--- config.mk ---
export PLATFORM = sky130hd
export DESIGN_NAME = biu_top
export DESIGN_NICKNAME = d
export VERILOG_FILES = /design/src/hdl/biu_pkg.sv /design/src/hdl/biu_top.sv /design/src/hdl/biu_splitter.sv /design/src/hdl/biu_buffer.sv /design/src/hdl/biu_arbiter.sv /design/src/hdl/biu_pipe_stage.sv
export SDC_FILE = /design/constraint.sdc
export NUM_CORES = 1
export LEC_CHECK = 0
export ABC_AREA = 1
export BUFFER_PORTS_ARGS = -buffer_cell sky130_fd_sc_hd__buf_2
export CORE_AREA = 4 4 289 291
export DETAILED_ROUTE_END_ITERATION = 10
export DIE_AREA = 0 0 293 295
export PLACE_DENSITY_LB_ADDON = 0.08
export REMOVE_ABC_BUFFERS = 1
export SLEW_MARGIN = 30
export SYNTH_ARGS = -nofsm -noshare
export SYNTH_HDL_FRONTEND = slang
export SYNTH_SLANG_ARGS = --single-unit
--- constraint.sdc ---
create_clock -name clk -period 5.8 [get_ports clk]
set_input_delay 0.58 -clock clk [delete_from_list [all_inputs] [get_ports clk]]
set_output_delay 0.58 -clock clk [all_outputs]
set_load 0.01 [all_outputs]
--- src/hdl/biu_pkg.sv ---
// Bus interface unit widths, region match widths, target indices and ICB payload structs
package biu_pkg;

  ////////////////////////////////////////////////////////////
  // Bus widths
  localparam int ADDR_W = 32;
  localparam int DATA_W = 32;
  localparam int MASK_W = DATA_W / 8;

  // Top address bits compared per peripheral region
  localparam int PPI_MATCH_W   = 4;
  localparam int PLIC_MATCH_W  = 8;
  localparam int CLINT_MATCH_W = 16;

  // Four external targets plus the IFU error responder
  localparam int NUM_TARGETS = 5;

  ////////////////////////////////////////////////////////////
  // Splitter target index, also the bit position in the splitter vectors
  typedef enum logic [2:0] {
    TGT_MEM    = 3'd0,
    TGT_PLIC   = 3'd1,
    TGT_CLINT  = 3'd2,
    TGT_PPI    = 3'd3,
    TGT_IFUERR = 3'd4
  } target_e;

  ////////////////////////////////////////////////////////////
  // ICB payloads
  typedef struct packed {
    logic [ADDR_W-1:0] addr;
    logic              read;
    logic [DATA_W-1:0] wdata;
    logic [MASK_W-1:0] wmask;
  } icb_cmd_t;

  // Command tagged with its source, set by the arbiter
  typedef struct packed {
    icb_cmd_t cmd;
    logic     ifu;
  } icb_cmd_usr_t;

  typedef struct packed {
    logic              err;
    logic [DATA_W-1:0] rdata;
  } icb_rsp_t;

endpackage
--- src/hdl/biu_top.sv ---
// Bus interface unit top level with arbiter, buffer, splitter and target ports
`timescale 1ns/1ps

module biu_top import biu_pkg::*; (
  input  logic              clk,
  input  logic              i_arst_n,
  output logic              o_biu_active,
  // LSU master
  input  logic              i_lsu_cmd_valid,
  output logic              o_lsu_cmd_ready,
  input  icb_cmd_t          i_lsu_cmd,
  output logic              o_lsu_rsp_valid,
  input  logic              i_lsu_rsp_ready,
  output icb_rsp_t          o_lsu_rsp,
  // IFU master
  input  logic              i_ifu_cmd_valid,
  output logic              o_ifu_cmd_ready,
  input  icb_cmd_t          i_ifu_cmd,
  output logic              o_ifu_rsp_valid,
  input  logic              i_ifu_rsp_ready,
  output icb_rsp_t          o_ifu_rsp,
  // Region bases and enables
  input  logic [ADDR_W-1:0] i_ppi_region,
  input  logic              i_ppi_enable,
  input  logic [ADDR_W-1:0] i_clint_region,
  input  logic              i_clint_enable,
  input  logic [ADDR_W-1:0] i_plic_region,
  input  logic              i_plic_enable,
  // PPI target
  output logic              o_ppi_cmd_valid,
  input  logic              i_ppi_cmd_ready,
  output icb_cmd_t          o_ppi_cmd,
  input  logic              i_ppi_rsp_valid,
  output logic              o_ppi_rsp_ready,
  input  icb_rsp_t          i_ppi_rsp,
  // CLINT target
  output logic              o_clint_cmd_valid,
  input  logic              i_clint_cmd_ready,
  output icb_cmd_t          o_clint_cmd,
  input  logic              i_clint_rsp_valid,
  output logic              o_clint_rsp_ready,
  input  icb_rsp_t          i_clint_rsp,
  // PLIC target
  output logic              o_plic_cmd_valid,
  input  logic              i_plic_cmd_ready,
  output icb_cmd_t          o_plic_cmd,
  input  logic              i_plic_rsp_valid,
  output logic              o_plic_rsp_ready,
  input  icb_rsp_t          i_plic_rsp,
  // Main memory target
  output logic              o_mem_cmd_valid,
  input  logic              i_mem_cmd_ready,
  output icb_cmd_t          o_mem_cmd,
  input  logic              i_mem_rsp_valid,
  output logic              o_mem_rsp_ready,
  input  icb_rsp_t          i_mem_rsp
);

  // Arbiter to buffer
  logic         arb_cmd_valid;
  logic         arb_cmd_ready;
  icb_cmd_usr_t arb_cmd;
  logic         arb_rsp_valid;
  logic         arb_rsp_ready;
  icb_rsp_t     arb_rsp;

  // Buffer to splitter
  logic         buf_cmd_valid;
  logic         buf_cmd_ready;
  icb_cmd_usr_t buf_cmd;
  logic         buf_rsp_valid;
  logic         buf_rsp_ready;
  icb_rsp_t     buf_rsp;
  logic         buf_active;

  ////////////////////////////////////////////////////////////
  biu_arbiter u_arbiter (
    .clk             (clk),
    .i_arst_n        (i_arst_n),
    .i_lsu_cmd_valid (i_lsu_cmd_valid),
    .o_lsu_cmd_ready (o_lsu_cmd_ready),
    .i_lsu_cmd       (i_lsu_cmd),
    .o_lsu_rsp_valid (o_lsu_rsp_valid),
    .i_lsu_rsp_ready (i_lsu_rsp_ready),
    .o_lsu_rsp       (o_lsu_rsp),
    .i_ifu_cmd_valid (i_ifu_cmd_valid),
    .o_ifu_cmd_ready (o_ifu_cmd_ready),
    .i_ifu_cmd       (i_ifu_cmd),
    .o_ifu_rsp_valid (o_ifu_rsp_valid),
    .i_ifu_rsp_ready (i_ifu_rsp_ready),
    .o_ifu_rsp       (o_ifu_rsp),
    .o_cmd_valid     (arb_cmd_valid),
    .i_cmd_ready     (arb_cmd_ready),
    .o_cmd           (arb_cmd),
    .i_rsp_valid     (arb_rsp_valid),
    .o_rsp_ready     (arb_rsp_ready),
    .i_rsp           (arb_rsp)
  );

  biu_buffer u_buffer (
    .clk         (clk),
    .i_arst_n    (i_arst_n),
    .i_cmd_valid (arb_cmd_valid),
    .o_cmd_ready (arb_cmd_ready),
    .i_cmd       (arb_cmd),
    .o_rsp_valid (arb_rsp_valid),
    .i_rsp_ready (arb_rsp_ready),
    .o_rsp       (arb_rsp),
    .o_cmd_valid (buf_cmd_valid),
    .i_cmd_ready (buf_cmd_ready),
    .o_cmd       (buf_cmd),
    .i_rsp_valid (buf_rsp_valid),
    .o_rsp_ready (buf_rsp_ready),
    .i_rsp       (buf_rsp),
    .o_active    (buf_active)
  );

  biu_splitter u_splitter (
    .clk               (clk),
    .i_arst_n          (i_arst_n),
    .i_cmd_valid       (buf_cmd_valid),
    .o_cmd_ready       (buf_cmd_ready),
    .i_cmd             (buf_cmd),
    .o_rsp_valid       (buf_rsp_valid),
    .i_rsp_ready       (buf_rsp_ready),
    .o_rsp             (buf_rsp),
    .i_ppi_region      (i_ppi_region),
    .i_ppi_enable      (i_ppi_enable),
    .i_clint_region    (i_clint_region),
    .i_clint_enable    (i_clint_enable),
    .i_plic_region     (i_plic_region),
    .i_plic_enable     (i_plic_enable),
    .o_ppi_cmd_valid   (o_ppi_cmd_valid),
    .i_ppi_cmd_ready   (i_ppi_cmd_ready),
    .o_ppi_cmd         (o_ppi_cmd),
    .i_ppi_rsp_valid   (i_ppi_rsp_valid),
    .o_ppi_rsp_ready   (o_ppi_rsp_ready),
    .i_ppi_rsp         (i_ppi_rsp),
    .o_clint_cmd_valid (o_clint_cmd_valid),
    .i_clint_cmd_ready (i_clint_cmd_ready),
    .o_clint_cmd       (o_clint_cmd),
    .i_clint_rsp_valid (i_clint_rsp_valid),
    .o_clint_rsp_ready (o_clint_rsp_ready),
    .i_clint_rsp       (i_clint_rsp),
    .o_plic_cmd_valid  (o_plic_cmd_valid),
    .i_plic_cmd_ready  (i_plic_cmd_ready),
    .o_plic_cmd        (o_plic_cmd),
    .i_plic_rsp_valid  (i_plic_rsp_valid),
    .o_plic_rsp_ready  (o_plic_rsp_ready),
    .i_plic_rsp        (i_plic_rsp),
    .o_mem_cmd_valid   (o_mem_cmd_valid),
    .i_mem_cmd_ready   (i_mem_cmd_ready),
    .o_mem_cmd         (o_mem_cmd),
    .i_mem_rsp_valid   (i_mem_rsp_valid),
    .o_mem_rsp_ready   (o_mem_rsp_ready),
    .i_mem_rsp         (i_mem_rsp)
  );

  // Busy while a master asks or anything sits in the buffer
  assign o_biu_active = i_lsu_cmd_valid | i_ifu_cmd_valid | buf_active;

endmodule

--- src/hdl/biu_splitter.sv ---
// Region decode, target routing, IFU peripheral-error responder and response merge
`timescale 1ns/1ps

module biu_splitter import biu_pkg::*; (
  input  logic              clk,
  input  logic              i_arst_n,
  // From the buffer
  input  logic              i_cmd_valid,
  output logic              o_cmd_ready,
  input  icb_cmd_usr_t      i_cmd,
  output logic              o_rsp_valid,
  input  logic              i_rsp_ready,
  output icb_rsp_t          o_rsp,
  // Region bases and enables
  input  logic [ADDR_W-1:0] i_ppi_region,
  input  logic              i_ppi_enable,
  input  logic [ADDR_W-1:0] i_clint_region,
  input  logic              i_clint_enable,
  input  logic [ADDR_W-1:0] i_plic_region,
  input  logic              i_plic_enable,
  // PPI target
  output logic              o_ppi_cmd_valid,
  input  logic              i_ppi_cmd_ready,
  output icb_cmd_t          o_ppi_cmd,
  input  logic              i_ppi_rsp_valid,
  output logic              o_ppi_rsp_ready,
  input  icb_rsp_t          i_ppi_rsp,
  // CLINT target
  output logic              o_clint_cmd_valid,
  input  logic              i_clint_cmd_ready,
  output icb_cmd_t          o_clint_cmd,
  input  logic              i_clint_rsp_valid,
  output logic              o_clint_rsp_ready,
  input  icb_rsp_t          i_clint_rsp,
  // PLIC target
  output logic              o_plic_cmd_valid,
  input  logic              i_plic_cmd_ready,
  output icb_cmd_t          o_plic_cmd,
  input  logic              i_plic_rsp_valid,
  output logic              o_plic_rsp_ready,
  input  icb_rsp_t          i_plic_rsp,
  // Main memory, catches everything unmatched
  output logic              o_mem_cmd_valid,
  input  logic              i_mem_cmd_ready,
  output icb_cmd_t          o_mem_cmd,
  input  logic              i_mem_rsp_valid,
  output logic              o_mem_rsp_ready,
  input  icb_rsp_t          i_mem_rsp
);

  logic [ADDR_W-1:0]      addr;
  logic                   hit_ppi;
  logic                   hit_plic;
  logic                   hit_clint;
  target_e                cmd_sel;
  target_e                sel_q;
  target_e                rsp_sel;
  logic                   busy;
  logic                   cmd_go;
  logic                   rsp_live;
  logic                   cmd_xfer;
  logic                   rsp_xfer;
  logic                   err_rsp_valid;
  logic [NUM_TARGETS-1:0] tgt_cmd_ready;
  logic [NUM_TARGETS-1:0] tgt_rsp_valid;
  icb_rsp_t               tgt_rsp [NUM_TARGETS];

  ////////////////////////////////////////////////////////////
  // Region decode
  assign addr = i_cmd.cmd.addr;

  assign hit_ppi   = i_ppi_enable &
                     (addr[ADDR_W-1 -: PPI_MATCH_W] == i_ppi_region[ADDR_W-1 -: PPI_MATCH_W]);
  assign hit_plic  = i_plic_enable &
                     (addr[ADDR_W-1 -: PLIC_MATCH_W] == i_plic_region[ADDR_W-1 -: PLIC_MATCH_W]);
  assign hit_clint = i_clint_enable &
                     (addr[ADDR_W-1 -: CLINT_MATCH_W] ==
                      i_clint_region[ADDR_W-1 -: CLINT_MATCH_W]);

  // IFU must never reach a peripheral
  always_comb begin
    if (i_cmd.ifu && (hit_ppi || hit_plic || hit_clint)) begin
      cmd_sel = TGT_IFUERR;
    end else if (hit_ppi) begin
      cmd_sel = TGT_PPI;
    end else if (hit_plic) begin
      cmd_sel = TGT_PLIC;
    end else if (hit_clint) begin
      cmd_sel = TGT_CLINT;
    end else begin
      cmd_sel = TGT_MEM;
    end
  end

  ////////////////////////////////////////////////////////////
  // Command routing
  assign cmd_go = i_cmd_valid & ~busy;

  // Error responder takes the command when the response can leave
  assign tgt_cmd_ready = {i_rsp_ready, i_ppi_cmd_ready, i_clint_cmd_ready,
                          i_plic_cmd_ready, i_mem_cmd_ready};

  assign o_cmd_ready = ~busy & tgt_cmd_ready[cmd_sel];
  assign cmd_xfer    = i_cmd_valid & o_cmd_ready;

  assign o_ppi_cmd_valid   = cmd_go & (cmd_sel == TGT_PPI);
  assign o_clint_cmd_valid = cmd_go & (cmd_sel == TGT_CLINT);
  assign o_plic_cmd_valid  = cmd_go & (cmd_sel == TGT_PLIC);
  assign o_mem_cmd_valid   = cmd_go & (cmd_sel == TGT_MEM);

  assign o_ppi_cmd   = i_cmd.cmd;
  assign o_clint_cmd = i_cmd.cmd;
  assign o_plic_cmd  = i_cmd.cmd;
  assign o_mem_cmd   = i_cmd.cmd;

  ////////////////////////////////////////////////////////////
  // Response merge

  // Zero-cycle answer, error set and no data
  assign err_rsp_valid       = cmd_go & (cmd_sel == TGT_IFUERR);
  assign tgt_rsp[TGT_IFUERR] = '{err: 1'b1, rdata: '0};

  assign tgt_rsp[TGT_PPI]   = i_ppi_rsp;
  assign tgt_rsp[TGT_CLINT] = i_clint_rsp;
  assign tgt_rsp[TGT_PLIC]  = i_plic_rsp;
  assign tgt_rsp[TGT_MEM]   = i_mem_rsp;

  assign tgt_rsp_valid = {err_rsp_valid, i_ppi_rsp_valid, i_clint_rsp_valid,
                          i_plic_rsp_valid, i_mem_rsp_valid};

  // Current decode covers a same-cycle response
  assign rsp_sel  = busy ? sel_q : cmd_sel;
  assign rsp_live = busy | i_cmd_valid;

  assign o_rsp_valid = rsp_live & tgt_rsp_valid[rsp_sel];
  assign o_rsp       = tgt_rsp[rsp_sel];
  assign rsp_xfer    = o_rsp_valid & i_rsp_ready;

  assign o_ppi_rsp_ready   = rsp_live & i_rsp_ready & (rsp_sel == TGT_PPI);
  assign o_clint_rsp_ready = rsp_live & i_rsp_ready & (rsp_sel == TGT_CLINT);
  assign o_plic_rsp_ready  = rsp_live & i_rsp_ready & (rsp_sel == TGT_PLIC);
  assign o_mem_rsp_ready   = rsp_live & i_rsp_ready & (rsp_sel == TGT_MEM);

  ////////////////////////////////////////////////////////////
  // One outstanding, target held until its response leaves
  always_ff @(posedge clk or negedge i_arst_n) begin
    if (!i_arst_n) begin
      busy  <= 1'b0;
      sel_q <= TGT_MEM;
    end else if (rsp_xfer) begin
      busy <= 1'b0;
    end else if (cmd_xfer) begin
      busy  <= 1'b1;
      sel_q <= cmd_sel;
    end
  end

endmodule

--- src/hdl/biu_buffer.sv ---
// Command and response pipe stages with an outstanding-transaction counter
`timescale 1ns/1ps

module biu_buffer import biu_pkg::*; (
  input  logic         clk,
  input  logic         i_arst_n,
  // Upstream, from the arbiter
  input  logic         i_cmd_valid,
  output logic         o_cmd_ready,
  input  icb_cmd_usr_t i_cmd,
  output logic         o_rsp_valid,
  input  logic         i_rsp_ready,
  output icb_rsp_t     o_rsp,
  // Downstream, to the splitter
  output logic         o_cmd_valid,
  input  logic         i_cmd_ready,
  output icb_cmd_usr_t o_cmd,
  input  logic         i_rsp_valid,
  output logic         o_rsp_ready,
  input  icb_rsp_t     i_rsp,
  output logic         o_active
);

  // One outstanding at most, upper bit is headroom
  logic [1:0] outs_cnt;
  logic       cmd_in;
  logic       rsp_out;

  biu_pipe_stage #(
    .T (icb_cmd_usr_t)
  ) u_cmd_stage (
    .clk      (clk),
    .i_arst_n (i_arst_n),
    .i_valid  (i_cmd_valid),
    .o_ready  (o_cmd_ready),
    .i_data   (i_cmd),
    .o_valid  (o_cmd_valid),
    .i_ready  (i_cmd_ready),
    .o_data   (o_cmd)
  );

  biu_pipe_stage #(
    .T (icb_rsp_t)
  ) u_rsp_stage (
    .clk      (clk),
    .i_arst_n (i_arst_n),
    .i_valid  (i_rsp_valid),
    .o_ready  (o_rsp_ready),
    .i_data   (i_rsp),
    .o_valid  (o_rsp_valid),
    .i_ready  (i_rsp_ready),
    .o_data   (o_rsp)
  );

  ////////////////////////////////////////////////////////////
  // Accepted but not yet answered
  assign cmd_in  = i_cmd_valid & o_cmd_ready;
  assign rsp_out = o_rsp_valid & i_rsp_ready;

  always_ff @(posedge clk or negedge i_arst_n) begin
    if (!i_arst_n) begin
      outs_cnt <= 2'd0;
    end else if (cmd_in && !rsp_out) begin
      outs_cnt <= outs_cnt + 2'd1;
    end else if (rsp_out && !cmd_in) begin
      outs_cnt <= outs_cnt - 2'd1;
    end
  end

  assign o_active = |outs_cnt;

endmodule

--- src/hdl/biu_arbiter.sv ---
// Fixed-priority LSU/IFU arbiter with one-outstanding tracking and response return
`timescale 1ns/1ps

module biu_arbiter import biu_pkg::*; (
  input  logic         clk,
  input  logic         i_arst_n,
  // LSU master
  input  logic         i_lsu_cmd_valid,
  output logic         o_lsu_cmd_ready,
  input  icb_cmd_t     i_lsu_cmd,
  output logic         o_lsu_rsp_valid,
  input  logic         i_lsu_rsp_ready,
  output icb_rsp_t     o_lsu_rsp,
  // IFU master
  input  logic         i_ifu_cmd_valid,
  output logic         o_ifu_cmd_ready,
  input  icb_cmd_t     i_ifu_cmd,
  output logic         o_ifu_rsp_valid,
  input  logic         i_ifu_rsp_ready,
  output icb_rsp_t     o_ifu_rsp,
  // Arbitrated bus towards the buffer
  output logic         o_cmd_valid,
  input  logic         i_cmd_ready,
  output icb_cmd_usr_t o_cmd,
  input  logic         i_rsp_valid,
  output logic         o_rsp_ready,
  input  icb_rsp_t     i_rsp
);

  logic outstanding;
  logic owner_ifu;
  logic grant_ifu;
  logic cmd_xfer;
  logic rsp_xfer;

  ////////////////////////////////////////////////////////////
  // Command side

  // LSU always wins, IFU only when LSU is idle
  assign grant_ifu = ~i_lsu_cmd_valid;

  assign o_cmd_valid = ~outstanding & (i_lsu_cmd_valid | i_ifu_cmd_valid);
  assign o_cmd.cmd   = grant_ifu ? i_ifu_cmd : i_lsu_cmd;
  assign o_cmd.ifu   = grant_ifu;

  assign o_lsu_cmd_ready = ~outstanding & i_cmd_ready;
  assign o_ifu_cmd_ready = ~outstanding & i_cmd_ready & grant_ifu;

  assign cmd_xfer = o_cmd_valid & i_cmd_ready;

  ////////////////////////////////////////////////////////////
  // Response side

  // Only the recorded owner sees the response
  assign o_lsu_rsp_valid = i_rsp_valid & ~owner_ifu;
  assign o_ifu_rsp_valid = i_rsp_valid & owner_ifu;
  assign o_lsu_rsp       = i_rsp;
  assign o_ifu_rsp       = i_rsp;
  assign o_rsp_ready     = owner_ifu ? i_ifu_rsp_ready : i_lsu_rsp_ready;

  assign rsp_xfer = i_rsp_valid & o_rsp_ready;

  ////////////////////////////////////////////////////////////
  // Outstanding flag and owner

  always_ff @(posedge clk or negedge i_arst_n) begin
    if (!i_arst_n) begin
      outstanding <= 1'b0;
      owner_ifu   <= 1'b0;
    end else if (cmd_xfer) begin
      outstanding <= 1'b1;
      owner_ifu   <= grant_ifu;
    end else if (rsp_xfer) begin
      outstanding <= 1'b0;
    end
  end

endmodule

--- src/hdl/biu_pipe_stage.sv ---
// One-entry registered valid/ready stage with a type-parameter payload
`timescale 1ns/1ps

module biu_pipe_stage #(
  parameter type T = logic
) (
  input  logic clk,
  input  logic i_arst_n,
  // Upstream side
  input  logic i_valid,
  output logic o_ready,
  input  T     i_data,
  // Downstream side
  output logic o_valid,
  input  logic i_ready,
  output T     o_data
);

  logic full;
  T     data_q;

  // Slot fills only when empty, so ready never depends on i_ready
  always_ff @(posedge clk or negedge i_arst_n) begin
    if (!i_arst_n) begin
      full <= 1'b0;
    end else if (i_valid && !full) begin
      full <= 1'b1;
    end else if (full && i_ready) begin
      full <= 1'b0;
    end
  end

  always_ff @(posedge clk) begin
    if (i_valid && !full) begin
      data_q <= i_data;
    end
  end

  assign o_ready = ~full;
  assign o_valid = full;
  assign o_data  = data_q;

endmodule

## After elaboration in Yosys (flattened, before gate mapping)

Index checks and enable logic that the tools add are counted.
Widths: inputs -> output; s select.

| operators by class | value |
|---|---|
| add/subtract/negate cells | 2 |
| multipliers | 0 |
| div/mod/pow operators | 0 |
| order comparisons | 3 |
| equal/unequal tests | 10 |
| shift-type cells | 0 |
| muxes and demuxes | 24 |
| bitwise logic cells | 36 |
| reductions and logical operators | 22 |

Operators by type and width:

| cell | number |
|---|---|
| $bmux 33 s3 | 1 |
| $mux 69 | 1 |
| $mux 33 | 2 |
| $and 1x1->1 | 25 |
| $eq 16x16->1 | 1 |
| $eq 3x2->1 const B | 4 |
| $mux 3 | 4 |
| $mux 1 | 11 |
| $reduce_bool 2->1 | 5 |
| $eq 8x8->1 | 1 |
| $lt 3x4->1 const B | 2 |
| $logic_and 1x1->1 | 7 |
| $not 1->1 | 7 |
| $bmux 1 s3 | 2 |
| $eq 3x1->1 const B | 2 |
| $logic_not 3->1 | 2 |
| $mux 2 | 3 |
| $eq 4x4->1 | 1 |
| $ge 4x4->1 const B | 1 |
| $logic_not 1->1 | 4 |
| $not 3->4 | 1 |
| $eq 3x3->1 const B | 1 |
| $or 1x1->1 | 3 |
| $add 2x1->2 const B | 1 |
| other kinds (4) | 5 |

| storage, ports and cells | value |
|---|---|
| register bits after elaboration | 113 |
| latch bits | 0 |
| RAM bits | 0 |
| memory bits (read-only) | 0 |
| bits of input ports | 383 |
| output and inout bits | 355 |
| memories | 0 |

## Depth between registers and ports, before layout

Gate-level depths: netlist of run 1.

| depth | value |
|---|---|
| depth after elaboration | 14 |
| gate-level depth with buffers | 19 |
| depth with buffers taken out | 19 |

## By module

From an unflattened synthesis of run 1, not the netlist that was laid out.

| unflattened totals | value |
|---|---|
| cell total of the unflattened synthesis | 1069 |
| area total of the unflattened synthesis | 8929.8 um2 |

By module, submodules not included:

| module | instances | cells an instance | area each (um2) | sequential area each (um2) |
|---|---|---|---|---|
| biu_splitter | 1 | 613 | 3996.3 | 100.1 |
| biu_pipe_stage (u_buffer.u_cmd_stage) | 1 | 77 | 2154.6 | 2127.0 |
| biu_arbiter | 1 | 314 | 1585.3 | 50.0 |
| biu_pipe_stage (u_buffer.u_rsp_stage) | 1 | 40 | 1043.5 | 1016.0 |
| biu_buffer | 1 | 22 | 138.9 | 50.0 |
| biu_top | 1 | 3 | 11.3 | 0.0 |

## Least setup slack after synthesis of run 1

OpenSTA, ideal clock, no wires.

| timing | value |
|---|---|
| path kind | in2reg |
| from | input i_lsu_cmd_valid |
| to | register u_buffer.outs_cnt[1] |
| library setup time | 0.131 ns |
| arrival time | 5.149 ns |
| setup slack | 0.521 ns |
| stages on the path | 8 |
| buffers on the path | 1 |
| path through | clkbuf_1 > nor2_1 > nor2_1 > inv_1 > ha_1 > a21boi_0 > o21ai_0 > xor2_1 |

| between the ends | value |
|---|---|
| cells in the longest elaborated chain, start to end | 6 |
| elaborated cells between the ends (all ways) | 8 |
| those cells by class | mux (1); bitwise (3); reduce/logical (4) |

Ends and longest elaborated chain:

| item | RTL line | RTL |
|---|---|---|
| from (decl) | biu_top.sv:9 | `input logic i_lsu_cmd_valid,` |
| $or 1x1->1 (*) | biu_arbiter.sv:42 | `assign o_cmd_valid = ~outstanding & (i_lsu_cmd_valid \| i_ifu_cmd_valid);` |
| $and 1x1->1 (*) | biu_arbiter.sv:42 |  |
| $and 1x1->1 (*) | - |  |
| via u_arbiter.cmd_xfer | biu_arbiter.sv:33 | `logic cmd_xfer;` |
| $logic_not 1->1 | biu_buffer.sv:65 | `end else if (rsp_out && !cmd_in) begin` |
| $logic_and 1x1->1 | biu_buffer.sv:65 |  |
| $reduce_bool 2->1 (no source line) | - |  |
| to (signal assigned) | biu_buffer.sv:64 | `outs_cnt <= outs_cnt + 2'd1;` |
| to (signal assigned) | biu_buffer.sv:66 | `outs_cnt <= outs_cnt - 2'd1;` |
| to (decl) | biu_buffer.sv:25 | `logic [1:0] outs_cnt;` |

Mark *: on every way through the listed nets, which the timed path passes. The rest lies on a longest branch.
A chain may end at the register's enable or synchronous reset.

## Worst setup path after layout of run 1

| timing | value |
|---|---|
| from | register u_buffer.u_cmd_stage.data_q, in the netlist u_buffer.u_cmd_stage.o_data[64] |
| to | register u_buffer.u_rsp_stage.data_q, in the netlist u_buffer.u_rsp_stage.o_data[2], enable pin |

| between the ends | value |
|---|---|
| cells in the longest elaborated chain, start to end | 12 |
| elaborated cells between the ends (all ways) | 18 |
| those cells by class | eq/ne (3); mux (7); bitwise (4); reduce/logical (4) |

Ends and longest elaborated chain:

| item | RTL line | RTL |
|---|---|---|
| from (decl) | biu_pipe_stage.sv:20 | `T data_q;` |
| from (signal assigned) | biu_pipe_stage.sv:35 | `data_q <= i_data;` |
| $eq 16x16->1 or $eq 8x8->1 (tied branches) | biu_splitter.sv:77, biu_splitter.sv:75 |  |
| $and 1x1->1, on equally long branches | biu_splitter.sv:76, biu_splitter.sv:74 |  |
| $mux 2 or $logic_or 1x1->1 (tied branches) | biu_splitter.sv:88, biu_splitter.sv:82 |  |
| $mux 3 or $logic_or 1x1->1 (tied branches) | biu_splitter.sv:86, biu_splitter.sv:82 |  |
| $mux 3 or $logic_and 1x1->1 (tied branches) | biu_splitter.sv:84, biu_splitter.sv:82 |  |
| $mux 3 (*) | biu_splitter.sv:82 | `if (i_cmd.ifu && (hit_ppi \|\| hit_plic \|\| hit_clint)) begin` |
| $eq 3x3->1 | biu_splitter.sv:120 | `assign err_rsp_valid = cmd_go & (cmd_sel == TGT_IFUERR);` |
| $and 1x1->1 | biu_splitter.sv:120 |  |
| $bmux 1 s3 (*) | biu_splitter.sv:135 | `assign o_rsp_valid = rsp_live & tgt_rsp_valid[rsp_sel];` |
| $mux 1 (not written as such) (*) | biu_splitter.sv:135 |  |
| $and 1x1->1 (*) | biu_splitter.sv:135 |  |
| $logic_and 1x1->1 (*) | biu_pipe_stage.sv:34 | `if (i_valid && !full) begin` |
| to (signal assigned) | biu_pipe_stage.sv:35 |  |
| to (decl) | biu_pipe_stage.sv:20 |  |

Mark *: on every way between the ends. The rest lies on a longest branch, timed or not. The select of a mux whose other input is x is not followed.

==> summary by stage, run 1 <==
Status
The run finished with clean final reports.

Final layout
From synthesis to final layout, the design area changed by 33.5%. In the layout the commonest cells are sky130_fd_sc_hd__buf_2 (669), sky130_fd_sc_hd__nand2_1 (280), sky130_fd_sc_hd__edfxtp_1 (103), sky130_fd_sc_hd__inv_1 (75), sky130_fd_sc_hd__a21oi_1 (67). Of the cells placed in the final design, the portion with a size suffix greater than 1 is 0.517. Leaving out fill and tap cells, the most frequent cell in the layout is sky130_fd_sc_hd__buf_2.

The layout net count is 1789. After filler insertion, the fill cell instance count of the layout stands at 9404.

Drt
In this run the remaining antenna-violating nets after routing total 0. The mean routed wirelength per cell is 17.8 um. The remaining routing DRC violations is 0. The mean number of vias per cell is 3.13.

The first detailed-routing pass took 4 iterations. The count of routing violations after the opening detailed-route iteration is 241. The overall via count from detail_route is 7767. The total wire length is 44.1 mm.

Timing
Setup repair after global routing left no endpoint under its margin. The fmax is 282 MHz. The smallest clock period supported by the final layout is computed as 3550 ps. The worst-case hold slack is 28.3 ps.

The post-route fraction of the period consumed by the critical path is 0.612. The final-report max-slew violation count is 0. The final number of setup-violating endpoints is 0. The final count of hold timing violations is 0. In this run the tightest slew margin relative to its limit is 0.391.

The final setup skew is 17.6 ps. The worst-margin pin slew is 912 ps. The setup TNS is 0 ps.

Critical path
The critical path goes through inv_1 > or2_2 > nand4_1 > nor2_1 > nand2_1 > nand3_1 > nand2_1 > nand2_1 > nand2_2 > inv_2 > o21ai_0 > nand3_2 > inv_1 > buf_4. STA puts the critical path data arrival time at 3650 ps. STA classifies the critical path startpoint as a flip-flop. The worst path required time is 5890 ps. The slowest cell on the critical path is sky130_fd_sc_hd__edfxtp_1. The biggest cell delay along the critical path is 610 ps. STA classifies the critical path endpoint as a flip-flop.

In this run the worst path has a maximum fanout of 34. The cell with the most instances on the worst path is sky130_fd_sc_hd__nand2_1. The type of the worst setup path is reg2reg. The family with the most delay on the worst path is simple AND/OR/NAND/NOR gates. Counting both buffers and inverters, the worst setup path holds a total of 4.

Hold path
The worst min-delay path class is in2async.

Power and ir drop
Summing internal, switching and leakage power gives 4.53 mW. The power density over cell area is 398 nW/um^2. VDD sags by at most 0.000198 V. The leakage power figure is 5.75 nW.

Global routing
The first global-routing pass estimated 59.5 mm of wire. The via count of the first global-routing pass is 8076. The remaining global-route overflow is 0. The overall routing resource usage is 0.0977. The pin count of the biggest net entering global routing is 72.

The number of antenna violations at the first check in global routing is 15.

CTS
In this run the post-CTS setup repair buffer count came out at 0. The count of clock tree sinks is 113. The total clock buffers created by CTS is 17. The maximum count of clock buffers along a single path is 2. Clock-pin slew was measured on the worst setup and hold paths at 60 ps. CTS built an H-tree with a depth of 4.

The clock tree root buffer cell is sky130_fd_sc_hd__clkbuf_16. The clock insertion delay at the later pin of the skew report is 470 ps. TritonCTS built the clock tree. The hold-fix buffer count after cts is 0. The number of gates resized after CTS was 0.

Logic synthesis
The share of synthesized registers carrying an async set or reset is 0.0885. The most used flip-flop cell after synthesis is sky130_fd_sc_hd__edfxtp_1. Of the total synthesized cell area, the portion taken by full adders, half adders and majority gates is 0.00294. The mux share of post-synthesis cell area is 0. After synthesis, the largest family of logic cells by area is buffers and inverters. The number of warnings issued by yosys is 0.

In the synthesized netlist, the number of instances is 1049. The synthesized design contains 103 enable-type register cells. For this run, the register share of the synthesized area comes to 0.392. The average instance in the mapped netlist occupies 8.13 um^2. The xor/xnor share of the synthesized area is 0.00822. Of the total synthesized cell area, the portion taken by AND, OR, NAND and NOR gates is 0.190. The post-synthesis cell area is 8520 um^2.

The total of flip-flops plus latches after synthesis is 113. The synthesized-area fraction occupied by ao, oa, aoi and oai cells is 0.0796. The count of cell types in the netlist is 39.

Flow run
The tool flagged a number of max-cap violations equal to 0.

Die
The area of the core region is 80500 um^2. In this run the horizontal extent of the chip is 293 um. The floorplan step defined a die boundary enclosing 86400 um^2. The count of standard-cell rows is 104. The count of pins on the block boundary is 738. The starting density of the core is 0.106. The vertical die dimension is 295 um.

Place
The count of buffers added on input and output ports is 669. The half-perimeter wire length after detailed placement is 35.9 mm. At the end of routability-driven placement, the weighted congestion stood at 0.758.
==> stage by stage <==
step	setup WS [ps]	area, um^2	utilization	cells
floorplan	793	6050	-	710
global placement	1970	10800	0.134	2445
detailed placement	1980	10800	0.134	2445
CTS	2070	11400	0.141	2477
global route	1870	11400	0.141	2478
finish	2250	11400	0.141	2481
==> synth_stat cells, types with 4 or more instances <==
| cell | number | area share |
|---|---|---|
| sky130_fd_sc_hd__a22oi_1 | 32 | 0.028 |
| sky130_fd_sc_hd__buf_4 | 312 | 0.27 |
| sky130_fd_sc_hd__a21oi_1 | 67 | 0.039 |
| sky130_fd_sc_hd__xnor2_1 | 4 | 0.0041 |
| sky130_fd_sc_hd__o21ai_0 | 12 | 0.0070 |
| sky130_fd_sc_hd__nand3_1 | 14 | 0.0082 |
| sky130_fd_sc_hd__buf_2 | 6 | 0.0035 |
| sky130_fd_sc_hd__xor2_1 | 4 | 0.0041 |
| sky130_fd_sc_hd__nand2_1 | 280 | 0.12 |
| sky130_fd_sc_hd__clkbuf_1 | 18 | 0.0079 |
| sky130_fd_sc_hd__nor3_1 | 5 | 0.0029 |
| sky130_fd_sc_hd__nor2_1 | 63 | 0.028 |
| sky130_fd_sc_hd__edfxtp_1 | 103 | 0.36 |
| sky130_fd_sc_hd__dfrtp_1 | 10 | 0.029 |
| sky130_fd_sc_hd__inv_2 | 6 | 0.0026 |
| sky130_fd_sc_hd__inv_1 | 75 | 0.033 |
| sky130_fd_sc_hd__nand2_2 | 4 | 0.0029 |
==> kinds of logic after synthesis <==
kind of cell | Yosys count
flops | 113
buf+inv | 421
compound gates | 117
xor+xnor | 8
fa+ha+maj | 2
simple gates | 388
==> final timing paths <==
check | cells past startpoint | end | startpoint | slack [ps]
worst max-delay path | 14 | u_buffer.u_rsp_stage.o_data[2] | u_buffer.u_cmd_stage.o_data[64] | 2250
worst min-delay path | 1 | u_splitter.sel_q[1] | i_arst_n | 30
worst max register to register | 14 | u_buffer.u_rsp_stage.o_data[2] | u_buffer.u_cmd_stage.o_data[64] | 2250
worst min register to register | 2 | u_splitter.sel_q[0] | u_splitter.sel_q[0] | 480
max in group asynchronous | 1 | u_buffer.u_rsp_stage.o_valid | i_arst_n | 5500
min in group clk | 3 | u_buffer.u_cmd_stage.o_data[59] | i_ifu_cmd[58] | 370
==> power breakdown <==
group / switching [mW] / internal (mW) / total [mW] / leakage, nW
logic: 1.20 / 0.661 / 1.86 / 4.37
clock network: 0.506 / 0.645 / 1.15 / 0.291
registers: 0.264 / 1.26 / 1.52 / 1.09
total: 1.97 / 2.56 / 4.53 / 5.75
==> registers in the layout, summed over array words and instances, names as in the netlist <==
name and flops:
u_buffer.outs_cnt 2, u_buffer.u_cmd_stage.o_valid 1, u_splitter.busy 1, u_buffer.u_cmd_stage.o_data 70, u_buffer.u_rsp_stage.o_valid 1, u_arbiter.outstanding 1, u_splitter.sel_q 3, u_arbiter.owner_ifu 1
u_buffer.u_rsp_stage.o_data 33
==> layout make-up <==
cell class                 instances  area (um^2)  share of cell area
timing repair buffer             675         3390               0.298
sequential                       113         3340               0.294
multi-input combinational        515         2400               0.211
tap                             1060         1330               0.117
clock buffer                      17          425              0.0374
inverter                          82          310              0.0273
clock inverter                    15          169              0.0148
antenna                            4         10.0            0.000880
==> metal layers <==
| layer | vias up | share of wire | global-route usage |
|---|---|---|---|
| met3 | 42 | 0.085 | 0.0344 |
| li1 | 3756 | - | - |
| met4 | 10 | 0.017 | 0.0287 |
| met2 | 442 | 0.51 | 0.178 |
| met5 | - | 0.0017 | 0 |
| met1 | 3517 | 0.39 | 0.107 |
Note: power is estimated with default switching activity, not from simulation.
==> inputs of run 2 (changes only) <==
clock period = 3.4 ns   (was 5.8 ns; I/O delays follow)
==> summary by stage, run 2 (synthesis gave the netlist of run 1 again) <==
Drt
The total wire length is 43.8 mm (-0.70%). The detailed-routed wire length on met3 is 3.81 mm (+1.1%). Signal routing reaches up to met5. The overall via count from detail_route came to 7678 (-1.1%). The remaining routing DRC violations is 0 (unchanged). The sum of routed wire segments on met1 is 16.9 mm (-0.35%). The mean number of vias per cell is 3.09 (-1.4%). The mean routed wirelength per cell is 17.6 um (-0.94%). The remaining antenna violation count is 0 (unchanged).

The met2 routed wirelength is 22.3 mm (-1.1%). The number of detailed-route iterations in the first pass came to 5 (+1). The count of routing violations after the opening detailed-route iteration is 179 (-26%).

Critical path
The worst path required time is 3060 ps (-2830 ps). The biggest cell delay along the critical path came to 490 ps (-120 ps). The largest fanout on the critical path is 6 (-82%).

Walking the worst path, the cells encountered are o21ai_0 > nor2_1 > nand3_1 > nor2_2 > nand2_1 > nand3_1 > nand2_1 > nand2_1 > nand2_2 > nand2_1 > nor3_1 > buf_2. The startpoint identified for the worst register-to-register timing path is u_buffer.u_cmd_stage.o_data[58]. The count of cells along the worst register-to-register path is 12 (-2). By instance count, the cell type seen most on the critical path is sky130_fd_sc_hd__nand2_1.

The critical path ends at o_clint_rsp_ready. The endpoint of the worst register-to-register path is u_buffer.u_rsp_stage.o_data[21]. The worst setup path is launched from a flip-flop. The register-to-register setup slack is 470 ps (-1780 ps). The slowest cell on the critical path is sky130_fd_sc_hd__edfxtp_1. STA classifies the critical path endpoint as an output pin. The critical path launch point is u_buffer.u_cmd_stage.o_data[59]. The data arrival time at the worst-slack endpoint is 2760 ps (-890 ps). The type of the worst setup path is reg2out.

Global routing
The number of antenna violations at the first check in global routing is 14 (-1). The overall routing resource usage was 0.0963 (-0.00138). The remaining global-route overflow is 0 (unchanged). The pin count of the biggest net entering global routing is 74 (+2.8%). The via count of the first global-routing pass is 7982 (-1.2%). The first-pass GRT wire length is 59.0 mm (-0.87%).

Final layout
The area growth from synthesis to layout is 34.8%. Leaving out fill and tap cells, the most frequent cell in the layout is sky130_fd_sc_hd__buf_2. The fraction of final layout cells with drive strength greater than 1 is 0.519 (+0.00131).

The register cell area after layout is 3340 um^2 (unchanged). The combined area of the multi-input logic cells is 2400 um^2 (unchanged). The layout net count is 1797 (+0.45%). The number of flip-flops under the largest register name is 70 (unchanged). The filler cell count in the final layout is 9352 (-0.55%). The non-filler instance count after layout came to 2487 (+0.24%). The library cells used most frequently in the layout, excluding fill and tap cells, are sky130_fd_sc_hd__buf_2 (669), sky130_fd_sc_hd__nand2_1 (280), sky130_fd_sc_hd__edfxtp_1 (103), sky130_fd_sc_hd__inv_1 (75), sky130_fd_sc_hd__a21oi_1 (67). The share of the core filled with cells is 0.143 (+0.00134).

CTS
In this run the clock root is driven by a sky130_fd_sc_hd__clkbuf_16. The number of H-tree levels is 4 (unchanged). The total clock buffers created by CTS was 17 (unchanged).

The count of clock tree sinks is 113 (unchanged). The clock insertion delay at the later pin of the skew report is 460 ps (about the same). The count of instances resized after the clock tree is built is 0 (unchanged). The clock input transition at the sequential cells of the worst setup and hold paths is 70 ps (about the same). The clock tree from TritonCTS is done. The maximum count of clock buffers along a single path was 2 (unchanged).

Die
The count of pins on the block boundary is 738 (unchanged). The area of the core region was 80500 um^2 (unchanged). The width of the die is 293 um (unchanged). The die outline area is 86400 um^2 (unchanged). The count of standard-cell rows came to 104 (unchanged). The starting density of the core is 0.106 (unchanged).

The vertical die dimension was 295 um (unchanged).

Place
The worst setup timing slack at the placement stage was 318 ps (-1670 ps). The placer congestion estimate is 0.772 (+1.9%). The number of buffers inserted by port buffering was 669 (unchanged). The half-perimeter wire length after detailed placement is 36.1 mm (+0.36%). The total instance count after detailed placement came to 2449 (+0.16%).

Timing
After layout, the minimum clock period comes to 3100 ps. The worst-case hold slack is 136 ps (+107 ps). The final count of hold timing violations is 0 (unchanged).

The least setup slack across all paths after layout is 304 ps (-1940 ps). The fmax is 323 MHz. The final number of setup-violating endpoints is 0 (unchanged). Setup repair after global routing left no endpoint under its margin.

The final setup skew was 17.4 ps (-0.225 ps). The post-route fraction of the period consumed by the critical path is 0.911. The normalized max-slew margin came to 0.432 (+0.0416). The worst-margin pin slew is 852 ps (-60.3 ps).

The final-report max-slew violation count is 0 (unchanged).

Power and ir drop
The power density over cell area is 672 nW/um^2 (+69%). The overall power of the completed layout was 7.72 mW (+70%). The peak supply drop was 0.000335 V (+69%). The leakage power figure was 5.80 nW (+0.75%).

Hold path
The tightest min-delay check is of the in2reg type.

Flow run
The count of maximum capacitance violations is 0 (unchanged).

Status
The flow ran to the end, and the final reports show no timing, DRC or antenna violations.
-- run 2: cell count changes in the layout (fill, tap and decap cells not counted), sizes merged --
cell and delta:
buf +7, clkinvlp +2, bufinv -1, clkbuf +1, clkinv -1, diode -2, inv -1, dlygate4sd3 +1
-- run 2: worst max-delay path: cells and delay by family (launching register included) --
kind | cells | cell delay (ps)
flops | 1 | 490
compound gates | 1 | 240
buf+inv | 1 | 200
simple gates | 10 | 1360
-- run 2: what timing repair did --
item / CTS / global route
buffers inserted: 0 / 2
hold endpoints to repair: 10 / 0
endpoints found under the setup margin: 0 / 1
hold buffers: 1 / 0
-- run 2: layout make-up --
| type | count | area share |
|---|---|---|
| clock buffers | 18 | 0.0374 |
| well taps | 1060 | 0.115 |
| inverters | 82 | 0.0270 |
| multi-input cells | 515 | 0.209 |
| repair buffers | 683 | 0.307 |
| flip-flops and latches | 113 | 0.291 |
| clock inverters | 14 | 0.0126 |
| diodes | 2 | 0.000436 |
-- run 2: stage by stage --
stage / area (um^2) / TNS, ps
final: 11500 / 0
after detailed placement: 10900 / 0
after global routing: 11500 / 0
after global placement: 10900 / 0
after CTS: 11400 / 0
after floorplan: 6050 / -62730
-- run 2: worst min-delay path by stage --
| stage | startpoint | to | slack, ps | depth (start not counted) |
|---|---|---|---|---|
| after global routing | i_ifu_cmd[34] | u_buffer.u_cmd_stage.o_data[35] | 100 | 3 |
| after floorplan | i_arst_n | u_arbiter.outstanding | 40 | 0 |
| after CTS | i_ifu_cmd[18] | u_buffer.u_cmd_stage.o_data[19] | 80 | 3 |
| after detailed placement | i_arst_n | u_splitter.busy | 290 | 1 |
| after global placement | i_arst_n | u_splitter.busy | 290 | 1 |
| final | i_ifu_cmd[18] | u_buffer.u_cmd_stage.o_data[19] | 140 | 3 |
-- run 2: layer usage --
| layer | global-route usage | vias up |
|---|---|---|
| met1 | 0.106 | 3405 |
| met5 | 0 | - |
| li1 | - | 3775 |
| met2 | 0.174 | 438 |
| met4 | 0.0264 | 14 |
| met3 | 0.0353 | 46 |
-- run 2: power breakdown --
group | internal [mW] | switching, mW
Combinational | 1.20 | 2.07
Clock | 1.03 | 0.837
Sequential | 2.14 | 0.445
==> inputs of run 3 (changes only) <==
REMOVE_ABC_BUFFERS = unset   (was 1)
==> summary by stage, run 3 (synthesis gave the netlist of run 1 again) <==
Status
The run finished with clean final reports.

Final layout
Leaving out fill and tap cells, the most frequent cells in the layout are sky130_fd_sc_hd__buf_2 (668), sky130_fd_sc_hd__nand2_1 (280), sky130_fd_sc_hd__edfxtp_1 (103), sky130_fd_sc_hd__inv_1 (75), sky130_fd_sc_hd__a21oi_1 (67). The layout net count is 1803 (+0.33%). The commonest non-fill, non-tap cell in the layout is sky130_fd_sc_hd__buf_2. The number of flip-flops under the largest register name is 70 (unchanged). The non-filler instance count after layout is 2496 (+0.36%). The filler cell count in the final layout is 9329 (-0.25%). The fraction of final layout cells with drive strength greater than 1 is 0.520 (+0.00132). The layout-stage area growth over the synthesis result is 36.5%.

Global routing
The via count of the first global-routing pass is 7877 (-1.3%). The first-pass GRT wire length is 58.8 mm (-0.30%). The number of antenna violations at the first check in global routing is 10 (-4).

The overall routing resource usage is 0.0955 (-0.000807). The remaining global-route overflow is 0 (unchanged). The pin count of the biggest net entering global routing is 44 (-41%).

Critical path
The largest fanout on the critical path was 33 (+27). STA classifies the critical path endpoint as an output pin. The worst path required time is 3060 ps (about the same). The data arrival time at the worst-slack endpoint is 2720 ps (-40 ps). The register-to-register setup slack is 650 ps (+180 ps). The type of the worst setup path is reg2out. The worst setup path is launched from a flip-flop.

Drt
The count of routing violations after the opening detailed-route iteration is 236 (+32%). The overall via count from detail_route is 7752 (+0.96%). The remaining antenna violation count came to 0 (unchanged).

The total wire length is 43.6 mm (-0.53%). The remaining routing DRC violations is 0 (unchanged). The number of detailed-route iterations in the first pass is 4 (-1). The mean routed wirelength per cell is 17.5 um (-0.89%). The mean number of vias per cell is 3.11 (+0.60%).

Power and ir drop
The power density over cell area is 680 nW/um^2 (+1.2%). The overall power of the completed layout is 7.91 mW (+2.5%). The peak supply drop came to 0.000368 V (+9.8%). The leakage power figure is 5.85 nW (+0.89%).

Die
The starting density of the core is 0.106 (unchanged). The vertical die dimension is 295 um (unchanged). The die outline area came to 86400 um^2 (unchanged). The count of pins on the block boundary is 738 (unchanged).

The area of the core region is 80500 um^2 (unchanged). The width of the die is 293 um (unchanged). The count of standard-cell rows is 104 (unchanged).

CTS
The clock input transition at the sequential cells of the worst setup and hold paths is 70 ps (about the same). The count of clock tree sinks is 113 (unchanged). The clock tree root buffer cell is sky130_fd_sc_hd__clkbuf_16.

The number of H-tree levels is 4 (unchanged). TritonCTS built the clock tree. The clock insertion delay at the later pin of the skew report is 470 ps (about the same). The maximum count of clock buffers along a single path came to 2 (unchanged).

The total clock buffers created by CTS was 17 (unchanged).

Timing
The final critical path time including I/O delays and setup is 3060 ps (-36.2 ps). The post-route fraction of the period consumed by the critical path is 0.900 (-0.0106). The normalized max-slew margin is 0.519 (+0.0869). The setup TNS came to 0 ps (unchanged). The final setup skew is 17.3 ps (-0.116 ps). The worst-case hold slack is 129 ps (-6.97 ps).

The final-report max-slew violation count is 0 (unchanged). Setup repair after global routing left no endpoint under its margin. The final number of setup-violating endpoints was 0 (unchanged). The fmax is 327 MHz (+1.2%). The worst-margin pin slew is 721 ps (-130 ps). The final count of hold timing violations is 0 (unchanged).

Place
The total instance count after detailed placement was 2455 (+0.24%). The number of buffers inserted by port buffering is 669 (unchanged). The placer congestion estimate is 0.736 (-4.7%). The half-perimeter wire length after detailed placement is 36.0 mm (about the same).

Logic synthesis
The number of nets handed over by synthesis was 1434.

Flow run
The count of maximum capacitance violations is 0 (unchanged).

Hold path
The worst hold path belongs to the class in2reg.
## run 3: cell count changes in the layout (fill, tap and decap cells not counted), sizes merged
cell	before	now
inv	90	82
buf	682	688
clkinv	2	8
bufinv	1	5
diode	2	5
clkbuf	18	17
clkinvlp	3	2
## run 3: cell type report
cell class              count  area (um^2)  area share
repair buffers            689         3580       0.308
flip-flops and latches    113         3340       0.287
multi-input cells         515         2420       0.208
well taps                1060         1330       0.114
clock buffers              17          425      0.0366
inverters                  82          310      0.0267
clock inverters            15          216      0.0186
diodes                      5         12.5     0.00108
## run 3: routing by layer
metal | part of all wire | global-route usage
met4 | 0.015 | 0.0312
met5 | 0.0011 | 0
met3 | 0.069 | 0.0310
met1 | 0.38 | 0.106
met2 | 0.53 | 0.172
## run 3: what timing repair did
item                                    4_1_cts  5_1_grt
gates resized for setup                       1        1
buffers inserted                              2        0
endpoints found under the setup margin        1        1
hold endpoints to repair                     10        0
hold buffers                                  1        0
pin swaps                                     0        0
## run 3: path summary, 6_finish.rpt
check	startpoint	end	cells after the start
worst max-delay path	u_buffer.u_cmd_stage.o_data[56]	o_ppi_rsp_ready	11
worst min-delay path	i_ifu_cmd[52]	u_buffer.u_cmd_stage.o_data[53]	3
worst max register to register	u_buffer.u_cmd_stage.o_data[63]	u_buffer.u_rsp_stage.o_data[1]	12
worst min register to register	u_buffer.outs_cnt[0]	u_buffer.outs_cnt[0]	1
max in group asynchronous	i_arst_n	u_buffer.u_cmd_stage.o_valid	2
min in group asynchronous	i_arst_n	u_buffer.outs_cnt[0]	2
## run 3: power by group
group,switching [mW],leakage (nW),total [mW],internal (mW)
sequential,0.433,1.09,2.58,2.14
clock,0.797,0.306,2.09,1.29
combinational,2.05,4.45,3.25,1.20
## run 3: metrics by stage
stage          worst slack, ps  utilization  area [um^2]
2_1_floorplan              510            -         8530
3_3_place_gp               331        0.135        10900
3_5_place_dp               327        0.135        10900
4_1_cts                    101        0.144        11600
5_1_grt                   22.0        0.144        11600
6_report                   340        0.144        11600
## run 3: worst max-delay path: stages, from the launching register on
cell and delay [ps]:
sky130_fd_sc_hd__edfxtp_1 510, sky130_fd_sc_hd__xor2_1 200, sky130_fd_sc_hd__nor2_1 170, sky130_fd_sc_hd__nand3_2 140, sky130_fd_sc_hd__nor2_2 190, sky130_fd_sc_hd__nand3_1 100
sky130_fd_sc_hd__nand2_2 150, sky130_fd_sc_hd__nand3_4 120, sky130_fd_sc_hd__nand2_8 140, sky130_fd_sc_hd__nand2_8 190, sky130_fd_sc_hd__nor2_1 170, sky130_fd_sc_hd__buf_2 170
